$ cat config.mk
export PLATFORM = sky130hd
export DESIGN_NAME = cacheWay
export DESIGN_NICKNAME = d
export VERILOG_FILES = /design/src/rtl/cacheGeometryPkg.sv /design/src/rtl/lineStore.sv /design/src/rtl/cacheWay.sv
export SDC_FILE = /design/constraint.sdc
export NUM_CORES = 2
export LEC_CHECK = 0
export ABC_AREA = 1
export BUFFER_PORTS_ARGS = -buffer_cell sky130_fd_sc_hd__buf_4
export CAP_MARGIN = 15
export CORE_MARGIN = 5
export CORE_UTILIZATION = 40
export DETAILED_ROUTE_END_ITERATION = 8
export GPL_ROUTABILITY_DRIVEN = 1
export SKIP_CTS_REPAIR_TIMING = 1
export SLEW_MARGIN = 5
export SYNTH_ARGS = -nofsm -noshare
export SYNTH_HDL_FRONTEND = slang
export SYNTH_SLANG_ARGS = --single-unit
$ cat constraint.sdc
create_clock -name clk -period 10.19 [get_ports clk]
set_clock_uncertainty 0.2 [all_clocks]
set_input_delay 1.019 -clock clk [delete_from_list [all_inputs] [get_ports clk]]
set_output_delay 1.019 -clock clk [all_outputs]
set_load 0.02 [all_outputs]
$ cat src/rtl/cacheGeometryPkg.sv
package cacheGeometryPkg;

	localparam int numWays = 4;
	localparam int numSets = 16;
	localparam int lineBytes = 16;

	localparam int addressWidth = 32;
	localparam int byteWidth = 8;
	localparam int lineWidth = lineBytes * byteWidth;

	localparam int offsetWidth = $clog2(lineBytes);
	localparam int indexWidth = $clog2(numSets);
	localparam int haltTagWidth = 4;
	localparam int mainTagWidth = addressWidth - offsetWidth - indexWidth - haltTagWidth;

	// Address field positions, low to high
	localparam int offsetLsb = 0;
	localparam int indexLsb = offsetLsb + offsetWidth;
	localparam int haltTagLsb = indexLsb + indexWidth;
	localparam int mainTagLsb = haltTagLsb + haltTagWidth;

	typedef logic [addressWidth-1:0] addressT;
	typedef logic [offsetWidth-1:0] offsetT;
	typedef logic [indexWidth-1:0] indexT;
	typedef logic [haltTagWidth-1:0] haltTagT;
	typedef logic [mainTagWidth-1:0] mainTagT;
	typedef logic [byteWidth-1:0] byteT;
	typedef logic [lineWidth-1:0] lineT; // Byte k at bits 8k+7..8k
	typedef logic [numWays-1:0] wayMaskT;
	typedef logic [$clog2(numWays)-1:0] wayIdT;

	function automatic offsetT offsetOf(input addressT addr);
		return addr[offsetLsb +: offsetWidth];
	endfunction

	function automatic indexT indexOf(input addressT addr);
		return addr[indexLsb +: indexWidth];
	endfunction

	function automatic haltTagT haltTagOf(input addressT addr);
		return addr[haltTagLsb +: haltTagWidth];
	endfunction

	function automatic mainTagT mainTagOf(input addressT addr);
		return addr[mainTagLsb +: mainTagWidth];
	endfunction

endpackage

$ cat src/rtl/lineStore.sv
`timescale 1ns/1ns

module lineStore import cacheGeometryPkg::*; #(
	parameter type entryT = lineT
) (
	input logic clk,
	input logic writeEnable,
	input indexT writeIndex,
	input entryT writeEntry,
	input indexT readIndex,
	output entryT readEntry
);

	entryT entries [numSets];

	always_ff @(posedge clk)
	begin
		if (writeEnable)
		begin
			entries[writeIndex] <= writeEntry;
		end
	end

	assign readEntry = entries[readIndex]; // Combinational read

endmodule

$ cat src/rtl/cacheWay.sv
`timescale 1ns/1ns

module cacheWay import cacheGeometryPkg::*; (
	input logic clk,
	input logic reset,
	input addressT address,
	input logic write,
	input byteT writeByte,
	input logic lineWrite,
	input lineT fillData,
	output logic wayHit,
	output logic setValid,
	output byteT wayByte
);

	indexT setIndex;
	offsetT byteOffset;
	haltTagT addressHaltTag;
	mainTagT addressMainTag;

	haltTagT storedHaltTag;
	mainTagT storedMainTag;
	lineT storedLine;

	logic [numSets-1:0] validBits;
	logic haltMatch;
	logic mainMatch;
	logic writeHit;
	logic dataWrite;
	lineT mergedLine;
	lineT nextLine;

	assign setIndex = indexOf(address);
	assign byteOffset = offsetOf(address);
	assign addressHaltTag = haltTagOf(address);
	assign addressMainTag = mainTagOf(address);

	// One valid bit per set
	always_ff @(posedge clk)
	begin
		if (reset)
		begin
			validBits <= '0;
		end
		else if (lineWrite)
		begin
			validBits[setIndex] <= 1'b1;
		end
	end

	assign setValid = validBits[setIndex];

	lineStore #(
		.entryT(haltTagT)
	) uHaltStore (
		.clk(clk),
		.writeEnable(lineWrite),
		.writeIndex(setIndex),
		.writeEntry(addressHaltTag),
		.readIndex(setIndex),
		.readEntry(storedHaltTag)
	);

	lineStore #(
		.entryT(mainTagT)
	) uMainStore (
		.clk(clk),
		.writeEnable(lineWrite),
		.writeIndex(setIndex),
		.writeEntry(addressMainTag),
		.readIndex(setIndex),
		.readEntry(storedMainTag)
	);

	lineStore #(
		.entryT(lineT)
	) uDataStore (
		.clk(clk),
		.writeEnable(dataWrite),
		.writeIndex(setIndex),
		.writeEntry(nextLine),
		.readIndex(setIndex),
		.readEntry(storedLine)
	);

	// The narrow halt compare decides first; the wide compare only counts behind it
	always_comb
	begin
		haltMatch = (storedHaltTag == addressHaltTag);
		if (haltMatch)
		begin
			mainMatch = (storedMainTag == addressMainTag);
		end
		else
		begin
			mainMatch = 1'b0; // Halted
		end
	end

	assign wayHit = setValid & haltMatch & mainMatch;

	assign wayByte = storedLine[byteOffset * byteWidth +: byteWidth];

	// Byte write into the resident line
	always_comb
	begin
		mergedLine = storedLine;
		mergedLine[byteOffset * byteWidth +: byteWidth] = writeByte;
	end

	assign writeHit = write & wayHit; // Write miss is dropped
	assign dataWrite = lineWrite | writeHit;
	assign nextLine = lineWrite ? fillData : mergedLine;

endmodule

Word level (Yosys, flattened, before mapping). Memory sizes are Yosys's and may differ from the RTL's. Cells that the tools add are included.

Reductions and logical operators: 1. Order comparisons: 2. Bitwise logic cells: 5. Mux-type cells: 11. Eq/ne operators: 2. Shifts and indexed selects: 3. $add $sub $neg: 1.

Operator list (count): 128-bit bitwise mux (1); 128-bit 2-to-1 mux (1); 8-bit by 34-bit variable shift with 128-bit output (first input constant) (1); 128-bit by 8-bit indexed part select with 8-bit output (1); 8-bit by 34-bit indexed part select with 128-bit output (1); 7-bit negator with 34-bit output (1); 20-bit equality test (1); 16-bit bitwise OR (1); 1-bit 2-to-1 mux (7); 4-bit by 5-bit less-than comparator with 1-bit output (second input constant) (1); 1-bit binary-select mux with 4-bit select (1); 1-bit demux with 4-bit select (1); 4-bit equality test (1); 4-bit by 1-bit >= comparator with 1-bit output (second input constant) (1); 1-bit bitwise AND (3); 1-bit logical AND (1); 1-bit bitwise OR (1).

Input bits: 172. Memories kept: 3. Output and inout port bits: 10. Logic and storage cells: 29. Bits in writable memories: 2432. Register bits after elaboration: 16.

Memories: uDataStore.entries (words 16, bits a word 128, read ports 1, clocked after memory_dff 0, wr ports 1, RTL line lineStore.sv:14) `entryT entries [numSets];`; uMainStore.entries (words 16, bits a word 20, read ports 1, clocked after memory_dff 0, wr ports 1, RTL line lineStore.sv:14); uHaltStore.entries (words 16, bits a word 4, read ports 1, clocked after memory_dff 0, wr ports 1, RTL line lineStore.sv:14).

Depth between registers and ports, before layout.
Depth after elaboration: 8. Gate-level depth with buffers: 20. Depth with buffers taken out: 16.

Cells and area by module. Synthesis repeated with hierarchy kept, for this count alone.

Cells, all modules: 10610. Area total of the unflattened synthesis: 107996.1 sq um.

By module, submodules not included: lineStore (uDataStore) (sequential area each 61499.0 sq um, cells an instance 7658, area an instance 85117.9 sq um, instances 1); lineStore (uMainStore) (sequential area each 9609.2 sq um, cells an instance 1316, area an instance 13792.0 sq um, instances 1); cacheWay (sequential area each 320.3 sq um, cells an instance 1350, area an instance 6199.7 sq um, instances 1); lineStore (uHaltStore) (sequential area each 1921.8 sq um, cells an instance 286, area an instance 2886.5 sq um, instances 1).

Worst setup path before layout. OpenSTA, ideal clock, no wires.

Path type: input to register. From: input address[5]. To: memory uDataStore.entries[0][0] in the netlist's numbering, enable pin. Stages on the path: 16. Library setup time: 658 ps. Arrival time: 8615 ps. Buffers on the path: 2. Path slack: 717 ps. Data required time: 9332 ps. Cells stage by stage: buf_4 inv_2 nor2_4 buf_2 nand2_1 o21ai_0 o21ai_0 nand2_1 inv_1 nand2_1 nand2_1 nor2_1 nand3_1 nor2_1 nand3_2 a21oi_1.

Word-level cells in the longest chain between the ends: 8. Elaborated cells on any way between the ends: 13. Classes of those cells: eq/ne: 2; mux: 5; bitwise: 4; memory: 2.

Ends and longest elaborated chain: start, declared (RTL line cacheWay.sv:6) `input addressT address,`; 1-bit binary-select mux with 4-bit select (RTL line cacheWay.sv:51) `assign setValid = validBits[setIndex];`; 1-bit 2-to-1 mux (not written as such) (RTL line cacheWay.sv:51); net setValid (RTL line cacheWay.sv:12) `output logic setValid,`; 1-bit bitwise AND (2 in series) (RTL line cacheWay.sv:100) `assign wayHit = setValid & haltMatch & mainMatch;`; 1-bit bitwise AND (RTL line cacheWay.sv:111) `assign writeHit = write & wayHit;`; 1-bit bitwise OR (RTL line cacheWay.sv:112) `assign dataWrite = lineWrite | writeHit;`; 1-bit 2-to-1 mux (RTL line lineStore.sv:18) `if (writeEnable)`; 1-bit 2-to-1 mux (not written as such) (RTL line lineStore.sv:20) `entries[writeIndex] <= writeEntry;`; end, declared (RTL line lineStore.sv:14).

The timed path passes the listed nets, and every way through them passes these cells. The select of a mux whose other input is x is not followed.

Worst setup path in the final report.
From: input address[5]. To: output wayByte[0].

Word-level cells in the longest chain between the ends: 2.

Ends and longest elaborated chain: memory 16 x 128 bit; 128-bit by 8-bit indexed part select with 8-bit output (RTL line cacheWay.sv:102) `assign wayByte = storedLine[byteOffset * byteWidth +: byteWidth];`; end, declared (RTL line cacheWay.sv:13) `output byteT wayByte`.

Every way passes these cells.

==> summary.txt <==
Outcome
  • Run status: finished, final reports clean

Drt
  • DR vias/cell: just under 6
  • DR DRC count: 0
  • Overall via count from detail_route: between 60000 and 70000
  • Final wirelength: slightly below 300000 um
  • Routed len/inst: about 29 um
  • Drt pass-1 iters: 6
  • Initial detailed-routing violation count: just under 8000
  • Routed Antenna Nets: 0

Timing
  • Final setup vio count: 0
  • Fin. Hold Viols: 0
  • Fmax: about 140 MHz
  • Fin crit period: 7.04 ns
  • Hold slack: 0.250 ns
  • Total negative setup slack: 0 ns
  • Final Slew Violations: 0
  • Final period utilization: just under 70%
  • Worst-Margin Slew: roughly 1.3 ns
  • RSZ-0062 raised after global routing: false
  • Worst slew margin: 15.0%

Final layout
  • Final #Nets: 7074
  • Fill cell count: ~21000
  • P&R area growth vs syn: 13.4%
  • Layout cells sized above 1: 10.6%
  • Most frequent cells in the layout: edfxtp_1, nand2_1, a22oi_1
  • Most common cell after layout, fill and taps aside: edfxtp_1

Synth
  • Mean post-synth cell area: roughly 14 um^2
  • Largest family of logic cells by synthesized area: compound AO/OA/AOI/OAI gates
  • Ranking of synthesized cells by area: edfxtp_1, a22oi_1, nand2_1, a21oi_1, buf_2
  • Cell variety after synth: a little over 40
  • Share of the synthesized area in the top cell type: between 70% and 80%
  • Post-Synth Simple-Gate Area: about 8.5%
  • Compound-Gate Fraction of Synth Area: 12.6%
  • Post-synthesis mux area share: 0%
  • Synth area leader: edfxtp_1
  • Post-synthesis adder-cell area fraction: less than 1%
  • Synthesized area: between 0.09 and 0.1 mm^2
  • YS warnings: 0
  • Post-Synth XOR/XNOR Area: less than 1%
  • Cells after Synth: between 6000 and 7000
  • Syn nets: 6924
  • Sequential share of the synthesized area: between 70% and 80%
  • Seq cells post-synth: between 2000 and 2500

Floorplan
  • Rows: 179
  • Die area: approximately 0.25 mm^2
  • Die X-Extent: 500 um
  • Core area: ~0.24 mm^2
  • Starting density of the core: about two fifths
  • Io pins: ~180
  • Die Ht: around 500 um

Power
  • Clock network power share: approximately two fifths
  • Sw frac: about a quarter
  • P_int: approximately 17 mW
  • Seq pwr share: 52.6%
  • Lkg Pwr: 37.3 nW
  • Comb pwr share: roughly 7.6%
  • Switching power: between 5 and 6 mW
  • Max rail drop VDD: between 150 and 200 uV
  • Pwr/cell area: between 150 and 200 mW/mm^2

Clock tree
  • Clock Latency Late Sink: approximately 0.89 ns
  • TritonCTS clock tree: yes
  • Worst-path clk slew: 0.06 ns
  • CTS buffer count: roughly 240
  • Clock Path Buffers: 3
  • CTS root buffer: clkbuf_16
  • CTS sink cnt: 2448
  • # H-tree levels: 4

Critical path
  • CP Class: in2out
  • CP max FO: 140
  • Req. time, crit path: about 9 ns
  • Startpoint types: input pin
  • Crit path DAT: just under 6 ns
  • Setup crit end kind: primary output

Place
  • GP Congestion: 0.925
  • Post-DP HPWL: ~160000 um
  • I/O Buffers: 181

Min path
  • HP Class: in2reg

GRT
  • GRT Total Usage: between 20% and 30%
  • Vias in the first global route: about 59000
  • Grt ovf: 0
  • First-pass GRT wire length: approximately 420000 um
  • Largest net degree at the start of global routing: 154
  • Initial antenna violation count: 8

Flow run
  • Max_cap viols: 0
## layout make-up
cell class	count	area [um^2]	area share (%)
sequential	2448	73400	67.4
multi-input combinational	3804	20600	18.9
clock buffer	306	6230	5.72
tap	3167	3960	3.64
timing repair buffer	329	3020	2.77
clock inverter	135	1430	1.31
inverter	79	314	0.288
antenna	5	12.5	0.0115
## metal layers
metal  vias to the layer above  global-route usage (%)  share of wire [%]
li1                      26000                       -                  -
met1                     30700                    31.5                 40
met2                      3272                    35.5                 46
met3                       605                    4.34                9.3
met4                         2                    9.88                4.8
met5                         -                       0             0.0041
## through the flow
stage	util (%)	worst slack, ns	cell area (um^2)	cells	power, mW
after floorplan	-	0.717	96000	6750	12.5
after global placement	42.4	2.78	101000	9822	13.2
after detailed placement	42.5	2.75	101000	9824	13.3
after CTS	45.7	3.21	109000	10300	21.8
after global routing	45.7	3.02	109000	10300	22.4
final	45.7	3.15	109000	10300	21.7
## flip-flops by register name (all words and copies together) (netlist names)
| name | flops |
|---|---|
| uDataStore.entries | 2048 |
| uMainStore.entries | 320 |
| uHaltStore.entries | 64 |
| validBits | 16 |
## Yosys cell counts (all sizes together)
cell type  count
a211oi         1
a21boi        11
a21o         100
a21oi        429
a22o          46
a22oi       1028
and3           1
buf          292
clkbuf       127
clkinv         6
dfxtp         16
edfxtp      2432
ha             2
inv           73
nand2       1509
nand3        154
nand4         25
nor2         196
nor3          70
nor4          12
o21a           9
o21ai        137
o21ba         10
o21bai         9
o31ai          3
or2           51
xnor2          1
## kinds of logic after synthesis
| group | Yosys count |
|---|---|
| and+or+nand+nor | 2018 |
| AOI/OAI and AO/OA | 1783 |
| DFF | 2448 |
| adders and majority gates | 2 |
| buffers and inverters | 498 |
| xor gates and xnor gates | 1 |
## critical path, cell delays in order
cell	delay, ns
buf_4	0.38
nand2_4	0.15
inv_8	0.68
buf_12	0.52
buf_4	0.83
a22oi_1	0.22
a21boi_0	0.37
nor3_1	0.21
nand2_1	0.12
nand3_1	0.27
nand2_1	0.18
nand3_1	0.18
nand2_1	0.17
buf_4	0.16
## final timing paths
| check | start | endpoint | slack [ns] | cells after the start |
|---|---|---|---|---|
| setup / recovery | address[5] | wayByte[0] | 3.15 | 14 |
| setup reg to reg | uMainStore.entries[1][12]$_DFFE_PP_ | uDataStore.entries[15][26]$_DFFE_PP_ | 5.24 | 14 |
| hold / removal | address[11] | uHaltStore.entries[7][3]$_DFFE_PP_ | 0.25 | 1 |
| hold reg to reg | validBits[1]$_SDFFE_PP0P_ | validBits[1]$_SDFFE_PP0P_ | 0.26 | 2 |
## power groups by stage
stage / Sequential (mW) / Combinational, mW / Clock, mW
after global routing: 11.4 / 1.75 / 9.20
after floorplan: 11.6 / 0.874 / 0
after global placement: 11.6 / 1.59 / 0
after detailed placement: 11.6 / 1.61 / 0
after CTS: 11.4 / 1.62 / 8.77
final: 11.4 / 1.65 / 8.66
No activity file was read; power rests on OpenSTA's default activity.
