$ cat config.mk
export PLATFORM = sky130hd
export DESIGN_NAME = victimSelect
export DESIGN_NICKNAME = d
export VERILOG_FILES = /design/src/rtl/cacheGeometryPkg.sv /design/src/rtl/cacheReplacePkg.sv /design/src/rtl/victimSelect.sv
export SDC_FILE = /design/constraint.sdc
export NUM_CORES = 1
export LEC_CHECK = 0
export BUFFER_PORTS_ARGS = -buffer_cell sky130_fd_sc_hd__buf_2
export CAP_MARGIN = 20
export CORE_MARGIN = 5
export CORE_UTILIZATION = 30
export CTS_BUF_LIST = sky130_fd_sc_hd__clkbuf_8
export CTS_CLUSTER_SIZE = 30
export DETAILED_ROUTE_END_ITERATION = 6
export PLACE_DENSITY_LB_ADDON = 0.3
export SYNTH_ARGS = -nofsm -noshare
export SYNTH_HDL_FRONTEND = slang
export SYNTH_SLANG_ARGS = --single-unit
$ cat constraint.sdc
create_clock -name clk -period 3.5 [get_ports clk]
set_clock_uncertainty 0.2 [all_clocks]
set_input_delay 0.35 -clock clk [delete_from_list [all_inputs] [get_ports clk]]
set_output_delay 0.35 -clock clk [all_outputs]
set_load 0.05 [all_outputs]
$ cat src/rtl/cacheGeometryPkg.sv
package cacheGeometryPkg;

	localparam int numWays = 4;
	localparam int numSets = 16;
	localparam int lineBytes = 16;

	localparam int addressWidth = 32;
	localparam int byteWidth = 8;
	localparam int lineWidth = lineBytes * byteWidth;

	localparam int offsetWidth = $clog2(lineBytes);
	localparam int indexWidth = $clog2(numSets);
	localparam int haltTagWidth = 4;
	localparam int mainTagWidth = addressWidth - offsetWidth - indexWidth - haltTagWidth;

	// Address field positions, low to high
	localparam int offsetLsb = 0;
	localparam int indexLsb = offsetLsb + offsetWidth;
	localparam int haltTagLsb = indexLsb + indexWidth;
	localparam int mainTagLsb = haltTagLsb + haltTagWidth;

	typedef logic [addressWidth-1:0] addressT;
	typedef logic [offsetWidth-1:0] offsetT;
	typedef logic [indexWidth-1:0] indexT;
	typedef logic [haltTagWidth-1:0] haltTagT;
	typedef logic [mainTagWidth-1:0] mainTagT;
	typedef logic [byteWidth-1:0] byteT;
	typedef logic [lineWidth-1:0] lineT; // Byte k at bits 8k+7..8k
	typedef logic [numWays-1:0] wayMaskT;
	typedef logic [$clog2(numWays)-1:0] wayIdT;

	function automatic offsetT offsetOf(input addressT addr);
		return addr[offsetLsb +: offsetWidth];
	endfunction

	function automatic indexT indexOf(input addressT addr);
		return addr[indexLsb +: indexWidth];
	endfunction

	function automatic haltTagT haltTagOf(input addressT addr);
		return addr[haltTagLsb +: haltTagWidth];
	endfunction

	function automatic mainTagT mainTagOf(input addressT addr);
		return addr[mainTagLsb +: mainTagWidth];
	endfunction

endpackage

$ cat src/rtl/cacheReplacePkg.sv
package cacheReplacePkg;

	localparam int lfsrWidth = 8;

	typedef logic [lfsrWidth-1:0] lfsrT;

	localparam lfsrT lfsrSeed = 8'h01; // Value after reset
	localparam lfsrT lfsrTaps = 8'hB8; // x^8 + x^6 + x^5 + x^4 + 1

	// One step of the right-shifting Galois form
	function automatic lfsrT lfsrNext(input lfsrT state);
		lfsrT shifted;
		shifted = state >> 1;
		if (state[0])
		begin
			shifted = shifted ^ lfsrTaps;
		end
		return shifted;
	endfunction

endpackage

$ cat src/rtl/victimSelect.sv
`timescale 1ns/1ns

module victimSelect import cacheGeometryPkg::*, cacheReplacePkg::*; (
	input logic clk,
	input logic reset,
	input logic fill,
	input wayMaskT wayHit,
	input wayMaskT wayValid,
	output wayMaskT fillWay
);

	lfsrT lfsr;
	wayIdT randomId;
	wayMaskT randomWay;
	wayMaskT firstInvalid;
	logic anyInvalid;

	// Steps once per fill cycle
	always_ff @(posedge clk)
	begin
		if (reset)
		begin
			lfsr <= lfsrSeed;
		end
		else if (fill)
		begin
			lfsr <= lfsrNext(lfsr);
		end
	end

	assign randomId = wayIdT'(lfsr); // Low bits only
	assign randomWay = wayMaskT'(1) << randomId;

	always_comb
	begin
		firstInvalid = '0;
		for (int w = numWays - 1; w >= 0; w--)
		begin
			if (!wayValid[w])
			begin
				firstInvalid = wayMaskT'(1) << w; // Lowest one wins
			end
		end
	end

	assign anyInvalid = |(~wayValid);

	always_comb
	begin
		if (!fill)
		begin
			fillWay = '0;
		end
		else if (wayHit != '0)
		begin
			fillWay = wayHit; // Refill in place
		end
		else if (anyInvalid)
		begin
			fillWay = firstInvalid;
		end
		else
		begin
			fillWay = randomWay;
		end
	end

endmodule

== Yosys cells after proc, flatten, opt, wreduce, memory -nomap -nowiden ==
Cells that the tools add are included.
Operators by class
  reductions and logical operators: 2
  shift operators: 1
  mux-type cells: 8
  bitwise logic cells: 2
Operator list (count)
  two-way mux 4 bit: 7
  two-way mux 8 bit: 1
  NOT 3 -> 4 bit: 1
  NOT 4 bit: 1
  nonzero test 4 bit: 1
  OR reduction 4 bit: 1
  << shifter 1 x 2 -> 4 bit, first input constant: 1
Word-level totals
  input port bits: 11
  logic and storage cells: 14
  output and inout bits: 4
  register bits: 8

== Longest topological paths before layout ==
Gate-level depths: netlist of the first run.
  depth in word-level cells: 7
  mapped depth: 4
  gate-level depth less buffers: 3

== Worst setup path before layout of the first run ==
Ideal clock, no wire load.
  path type: flip-flop to output port
  start point: register lfsr[0]
  end point: output fillWay[0]
  slack: 1229 ps
  buffers on the path: 1
  required time: 2950 ps
  arrival time: 1721 ps
  cell stages (with the launch flop): 4
  cell sequence: dfxtp_1 buf_6 or4b_1 a21oi_1
Between the ends
  cells in the longest elaborated chain, start to end: 4
RTL lines
  from (decl): line victimSelect.sv:12  | lfsrT lfsr;
  from (signal assigned): line victimSelect.sv:23  | lfsr <= lfsrSeed;
  from (signal assigned): line victimSelect.sv:27  | lfsr <= lfsrNext(lfsr);
  << shifter 1 x 2 -> 4 bit: line victimSelect.sv:32  | assign randomWay = wayMaskT'(1) << randomId;
  two-way mux 4 bit: line victimSelect.sv:58  | else if (anyInvalid)
  two-way mux 4 bit: line victimSelect.sv:54  | else if (wayHit != '0)
  two-way mux 4 bit: line victimSelect.sv:50  | if (!fill)
  to (decl): line victimSelect.sv:9  | output wayMaskT fillWay
Every way passes these cells.

== Worst setup path after layout of the first run ==
Same ends and word-level chain as after synthesis.

==> key figures, run 1 <==
Cells and area
  – Diode count: 0
  – Share of layout cells above drive strength 1: 0.317
  – Fin util: 0.397
  – Multi-input gate area: ~240 µm²
  – Filler cells: 143
  – Largest registers: lfsr: 8 flops
  – Layout net count: between 70 and 80
  – Most frequent cells in the layout: buf_2, dfxtp_1, nor2_1
  – Most common cell after layout, fill and taps aside: buf_2
  – Most flop-heavy register: lfsr
  – Storage cell area: 160 µm²
  – Max reg flops: 8
  – Layout area overhead: 21.9%

Timing
  – Setup ws final: 1.37 ns
  – Crit share post-route: 0.610
  – RSZ-0062 raised after global routing: false
  – Endpoints failing hold: 0
  – Slew @ Worst Pin: 0.327 ns
  – Final min period: 2.13 ns
  – Max-slew headroom: 0.782
  – Setup-failing EPs final: 0
  – Max Fclk: 469 MHz
  – Slew Viols, Final: 0
  – Setup_tns: 0 ns

Floorplan
  – Row cnt: 13
  – DIE AREA: roughly 2300 µm²
  – Initial Util: 0.326
  – I/O pin count: 15
  – Core area: 1330 µm²
  – Die width: 48.0 µm
  – Die H: 48.0 µm

Synth
  – Mapped Cells: 47
  – Seq cells post-synth: 8
  – Synthesized area per cell: just over 9 µm²
  – Cell Area, Synth: 434 µm²
  – Post-synth net total: 58
  – Sequential share of the synthesized area: 0.369
  – YS warnings: 0
  – Synth unique cells: 22

Outcome
  – Outcome: complete, no violations

Clock network
  – Setup bufs post-CTS: 0
  – Clock Tree Root: clkbuf_8
  – CTS resizes: 0
  – CTS Hold Bufs: 0
  – H-tree depth: 1
  – CTS tree: built
  – Worst skew pair latency: 0.23 ns
  – Num CTS Buffers: 3
  – Clock Pin Slew Worst Setup and Hold Paths: about 0.040 ns
  – # clock sinks: 8
  – Clock buffer depth: 2

Global route
  – First-pass GRT wire length: 1110 µm
  – Grt ovf: 0
  – Initial antenna violation count: 0
  – Vias in the first global route: 286
  – Largest net degree at the start of global routing: 18
  – GRT Total Usage: 0.0719

Placement
  – # port buffers: 14
  – GP Congestion: ~0.65
  – Placement Setup Slack: 1.53 ns

Setup path
  – Critical Path Source Type: register
  – Worst-path fanout max: 9
  – Critical path arrival: 1.58 ns
  – Crit path kind: register to primary output
  – Setup crit end kind: primary output
  – R2R Setup Slk: 2.34 ns
  – Worst Path Required: 2.95 ns

Drt
  – DRT iter0 DRCs: 5
  – M1 WL: 425 µm
  – ANT nets after route: 0
  – Vias/cell: 4.79
  – Remaining DRCs: 0
  – DR vias: around 360
  – Average wire per standard cell: approximately 11 µm
  – Drt first pass iters: 4
  – Met3 WL: 96 µm
  – Post-Route WL: 854 µm
  – DR WL met2: 332 µm
  – Max Used Layer: met3

Power
  – Cell area power density: 480 nW/µm²
  – Pleak: roughly 0.24 nW
  – Pwr Total: 0.254 mW
  – VDD IR max: 0.201 mV

Run
  – Max_cap viols: 0

Worst hold path
  – Hold Crit Class: input pin to register
## path summary, 6_finish.rpt
kind | cells after the start | end | from
worst max-delay path | 3 | fillWay[0] | lfsr[0]
worst min-delay path | 2 | lfsr[3] | reset
worst max register to register | 2 | lfsr[4] | lfsr[0]
worst min register to register | 2 | lfsr[3] | lfsr[3]
## report_power, final
part           leakage [nW]  total, mW  switching [mW]  internal [mW]
sequential           0.0661      0.104         0.00554         0.0980
combinational         0.148     0.0422          0.0243         0.0179
clock                0.0216      0.108          0.0339         0.0743
## per-layer routing
metal | track usage | up-vias
li1 | - | 195
met1 | 0.0844 | 149
met5 | 0 | -
met2 | 0.103 | 15
met3 | 0.0226 | 0
met4 | 0.0645 | 0
## through the flow
stage | hold WS [ns] | std cells | instance area, µm²
2_1_floorplan | 0.260 | 47 | 434
3_3_place_gp | 0.280 | 72 | 488
3_5_place_dp | 0.281 | 72 | 488
4_1_cts | 0.195 | 75 | 529
5_1_grt | 0.202 | 75 | 529
6_report | 0.199 | 75 | 529
## critical path: stages (launching register included)
cell     delay (ns)
dfxtp_1        0.39
or4b_1         0.55
a21oi_1        0.14
buf_2          0.27
## logic make-up (layout without fill, tap and decap cells)
| family | after synthesis | after routing | share of synthesized area |
|---|---|---|---|
| xor gates and xnor gates | 3 | 3 | 0.0605 |
| and+or+nand+nor | 18 | 18 | 0.228 |
| DFF | 8 | 8 | 0.369 |
| AOI/OAI and AO/OA | 10 | 10 | 0.170 |
| muxes | 4 | 4 | 0.0922 |
| buffers and inverters | 4 | 17 | 0.0807 |
## cell usage after synthesis, drive strengths merged
cell | n | share of area
dfxtp | 8 | 0.37
nor2 | 7 | 0.061
buf | 4 | 0.081
mux2i | 4 | 0.092
nand2 | 4 | 0.040
a211oi | 3 | 0.052
xnor2 | 3 | 0.061
a21oi | 2 | 0.023
a22o | 2 | 0.040
nor2b | 2 | 0.029
a211o | 1 | 0.020
a32o | 1 | 0.023
and3 | 1 | 0.014
nand3b | 1 | 0.017
nand4b | 1 | 0.020
nor3 | 1 | 0.023
o21ai | 1 | 0.012
or4b | 1 | 0.023
## cell type report
class	instances	area share
Clock buffer	3	0.0780
Multi-Input combinational cell	35	0.452
Sequential cell	8	0.303
Tap cell	15	0.0355
Timing Repair Buffer	14	0.132
(Power assumes the default switching activity.)
==> run 2, diff against run 1 <==
==> constraint.sdc (replaced) <==
create_clock -name clk -period 2 [get_ports clk]
set_clock_uncertainty 0.2 [all_clocks]
set_input_delay 0.2 -clock clk [delete_from_list [all_inputs] [get_ports clk]]
set_output_delay 0.2 -clock clk [all_outputs]
set_load 0.05 [all_outputs]
==> run 2 against run 1 <==
Register-to-register slack worse by 1.5 ns. Total power increased by 75%. Via count is 6.7% higher. Sequential share of layout area is 0.63 points lower. Combinational power rose by 90%. Critical endpoint unchanged. Highest routed layer unchanged.
==> key figures, run 2 (synthesized netlist as in run 1, its figures left out) <==
Drt
  – Vias/cell: 5.04 (+5.3%)
  – Remaining DRCs: 0 (unchanged)
  – DR vias: 383 (+6.7%)
  – Average wire per standard cell: 11.0 µm (-3.0%)
  – Post-Route WL: 839 µm (-1.8%)
  – DRT iter0 DRCs: 2 (-3)
  – ANT nets after route: 0 (unchanged)
  – Drt first pass iters: 2 (-2)

Cells and area
  – Most frequent cells in the layout: buf_2, dfxtp_1, nor2_1
  – Share of layout cells above drive strength 1: 0.344 (+0.0276)
  – Final Cell Area: 541 µm² (+2.1%)
  – Fin util: 0.405 (+0.00844)
  – Max reg flops: 8 (unchanged)
  – Layout area overhead: 24.5%
  – Most common cell after layout, fill and taps aside: buf_2
  – Most flop-heavy register: lfsr
  – Diode count: 0 (unchanged)
  – Layout net count: 74 (+1.4%)
  – Largest registers: lfsr: 8 flops

Worst hold path
  – Hold Crit Class: input pin to register
  – Worst hold start: reset

Clock network
  – Worst skew pair latency: 0.22 ns (about the same)
  – Clock Pin Slew Worst Setup and Hold Paths: 0.04 ns (about the same)
  – # clock sinks: 8 (unchanged)
  – Num CTS Buffers: 3 (unchanged)
  – H-tree depth: 1 (unchanged)
  – Clock Tree Root: clkbuf_8
  – Setup bufs post-CTS: 0 (unchanged)
  – CTS Hold Bufs: 0 (unchanged)
  – CTS tree: built
  – CTS resizes: 0 (unchanged)
  – Clock buffer depth: 2 (unchanged)

Power
  – Gate power share: 0.180 (+0.014)
  – VDD IR max: 0.338 mV (+69%)
  – Cell Int Power: 0.335 mW (+76%)
  – Switching part of the total: 0.247 (-0.00382)
  – Share of power burned in registers: 0.400 (-0.008)
  – Pleak: 0.240 nW (+1.9%)
  – Net Sw Power: 0.110 mW (+72%)
  – Clock share of power: 0.420 (-0.006)
  – Cell area power density: 823 nW/µm² (+71%)

Floorplan
  – I/O pin count: 15 (unchanged)
  – Initial Util: 0.326 (unchanged)
  – Die H: 48.0 µm (unchanged)
  – Die width: 48.0 µm (unchanged)
  – DIE AREA: 2310 µm² (unchanged)
  – Core area: 1330 µm² (unchanged)
  – Row cnt: 13 (unchanged)

Global route
  – Initial antenna violation count: 0 (unchanged)
  – First-pass GRT wire length: 1240 µm (+12%)
  – Grt ovf: 0 (unchanged)
  – GRT Total Usage: 0.0787 (+0.00675)
  – Largest net degree at the start of global routing: 18 (unchanged)
  – Vias in the first global route: 337 (+18%)

Timing
  – RSZ-0062 raised after global routing: false
  – Slew @ Worst Pin: 0.318 ns (-0.00950 ns)
  – Max Fclk: 536 MHz
  – Setup ws final: 0.134 ns (-1.23 ns)
  – Crit share post-route: 0.933
  – Slew Viols, Final: 0 (unchanged)
  – Setup_tns: 0 ns (unchanged)
  – Final min period: 1.87 ns
  – Endpoints failing hold: 0 (unchanged)
  – Min Hold Slack: 0.0539 ns (-0.145 ns)
  – Setup-failing EPs final: 0 (unchanged)
  – Max-slew headroom: 0.788 (+0.00633)

Placement
  – Hpwl dp: approximately 630 µm
  – GP Congestion: 0.652 (+0.55%)
  – # port buffers: 14 (unchanged)
  – Placement Setup Slack: 0.309 ns (-1.22 ns)
  – Placed Area: 499 µm² (+2.3%)

Setup path
  – Critical path arrival: 1.47 ns (-0.11 ns)
  – Worst Setup SP: lfsr[1]
  – Setup crit end kind: primary output
  – Crit path kind: register to primary output
  – Worst R2R Start: lfsr[0]
  – Critical Path Source Type: register
  – Worst-path fanout max: 6 (-3)
  – Worst Path Required: 1.60 ns (-1.35 ns)

Outcome
  – Outcome: complete, no violations

Run
  – Max_cap viols: 0 (unchanged)
-- run 2: cell count changes in the layout (fill, tap and decap cells not counted) --
cell and delta:
buf_4 +1, a21oi_2 +1, a21oi_1 -1
-- run 2: through the flow --
stage	total power, mW	cells
6_report	0.445	76
5_1_grt	0.471	76
4_1_cts	0.454	76
3_5_place_dp	0.261	73
3_3_place_gp	0.260	73
2_1_floorplan	0.243	47
-- run 2: critical path, cell delays in order, from the launching register on --
cell	delay, ns
dfxtp_1	0.34
or4b_1	0.49
a21oi_2	0.14
buf_2	0.27
-- run 2: area by class of cell --
class                           count  area (µm²)
Tap cell                           15        18.8
Timing Repair Buffer               15        77.6
Clock buffer                        3        41.3
Multi-Input combinational cell     35         243
Sequential cell                     8         160
Fill cell                         149         793
-- run 2: path summary, 6_finish.rpt --
path	depth (start not counted)	to	slack, ns
min	2	lfsr[5]	0.05
max	3	fillWay[0]	0.13
min reg2reg	2	lfsr[3]	0.28
max reg2reg	3	lfsr[0]	0.87
-- run 2: power by group through the flow --
stage               sequential, mW  combinational [mW]  clock (mW)
finish                       0.178              0.0802       0.187
detailed placement           0.181              0.0805           0
floorplan                    0.179              0.0638           0
global placement             0.180              0.0801           0
CTS                          0.178              0.0809       0.195
global route                 0.179              0.0873       0.205
-- run 2: metal layers --
layer | vias to the layer above | share of wire | GRT usage
met5 | - | 0 | 0
met4 | 0 | 0 | 0.0484
met3 | 0 | 0.13 | 0.0226
met2 | 15 | 0.43 | 0.132
met1 | 171 | 0.44 | 0.0865
li1 | 197 | - | -
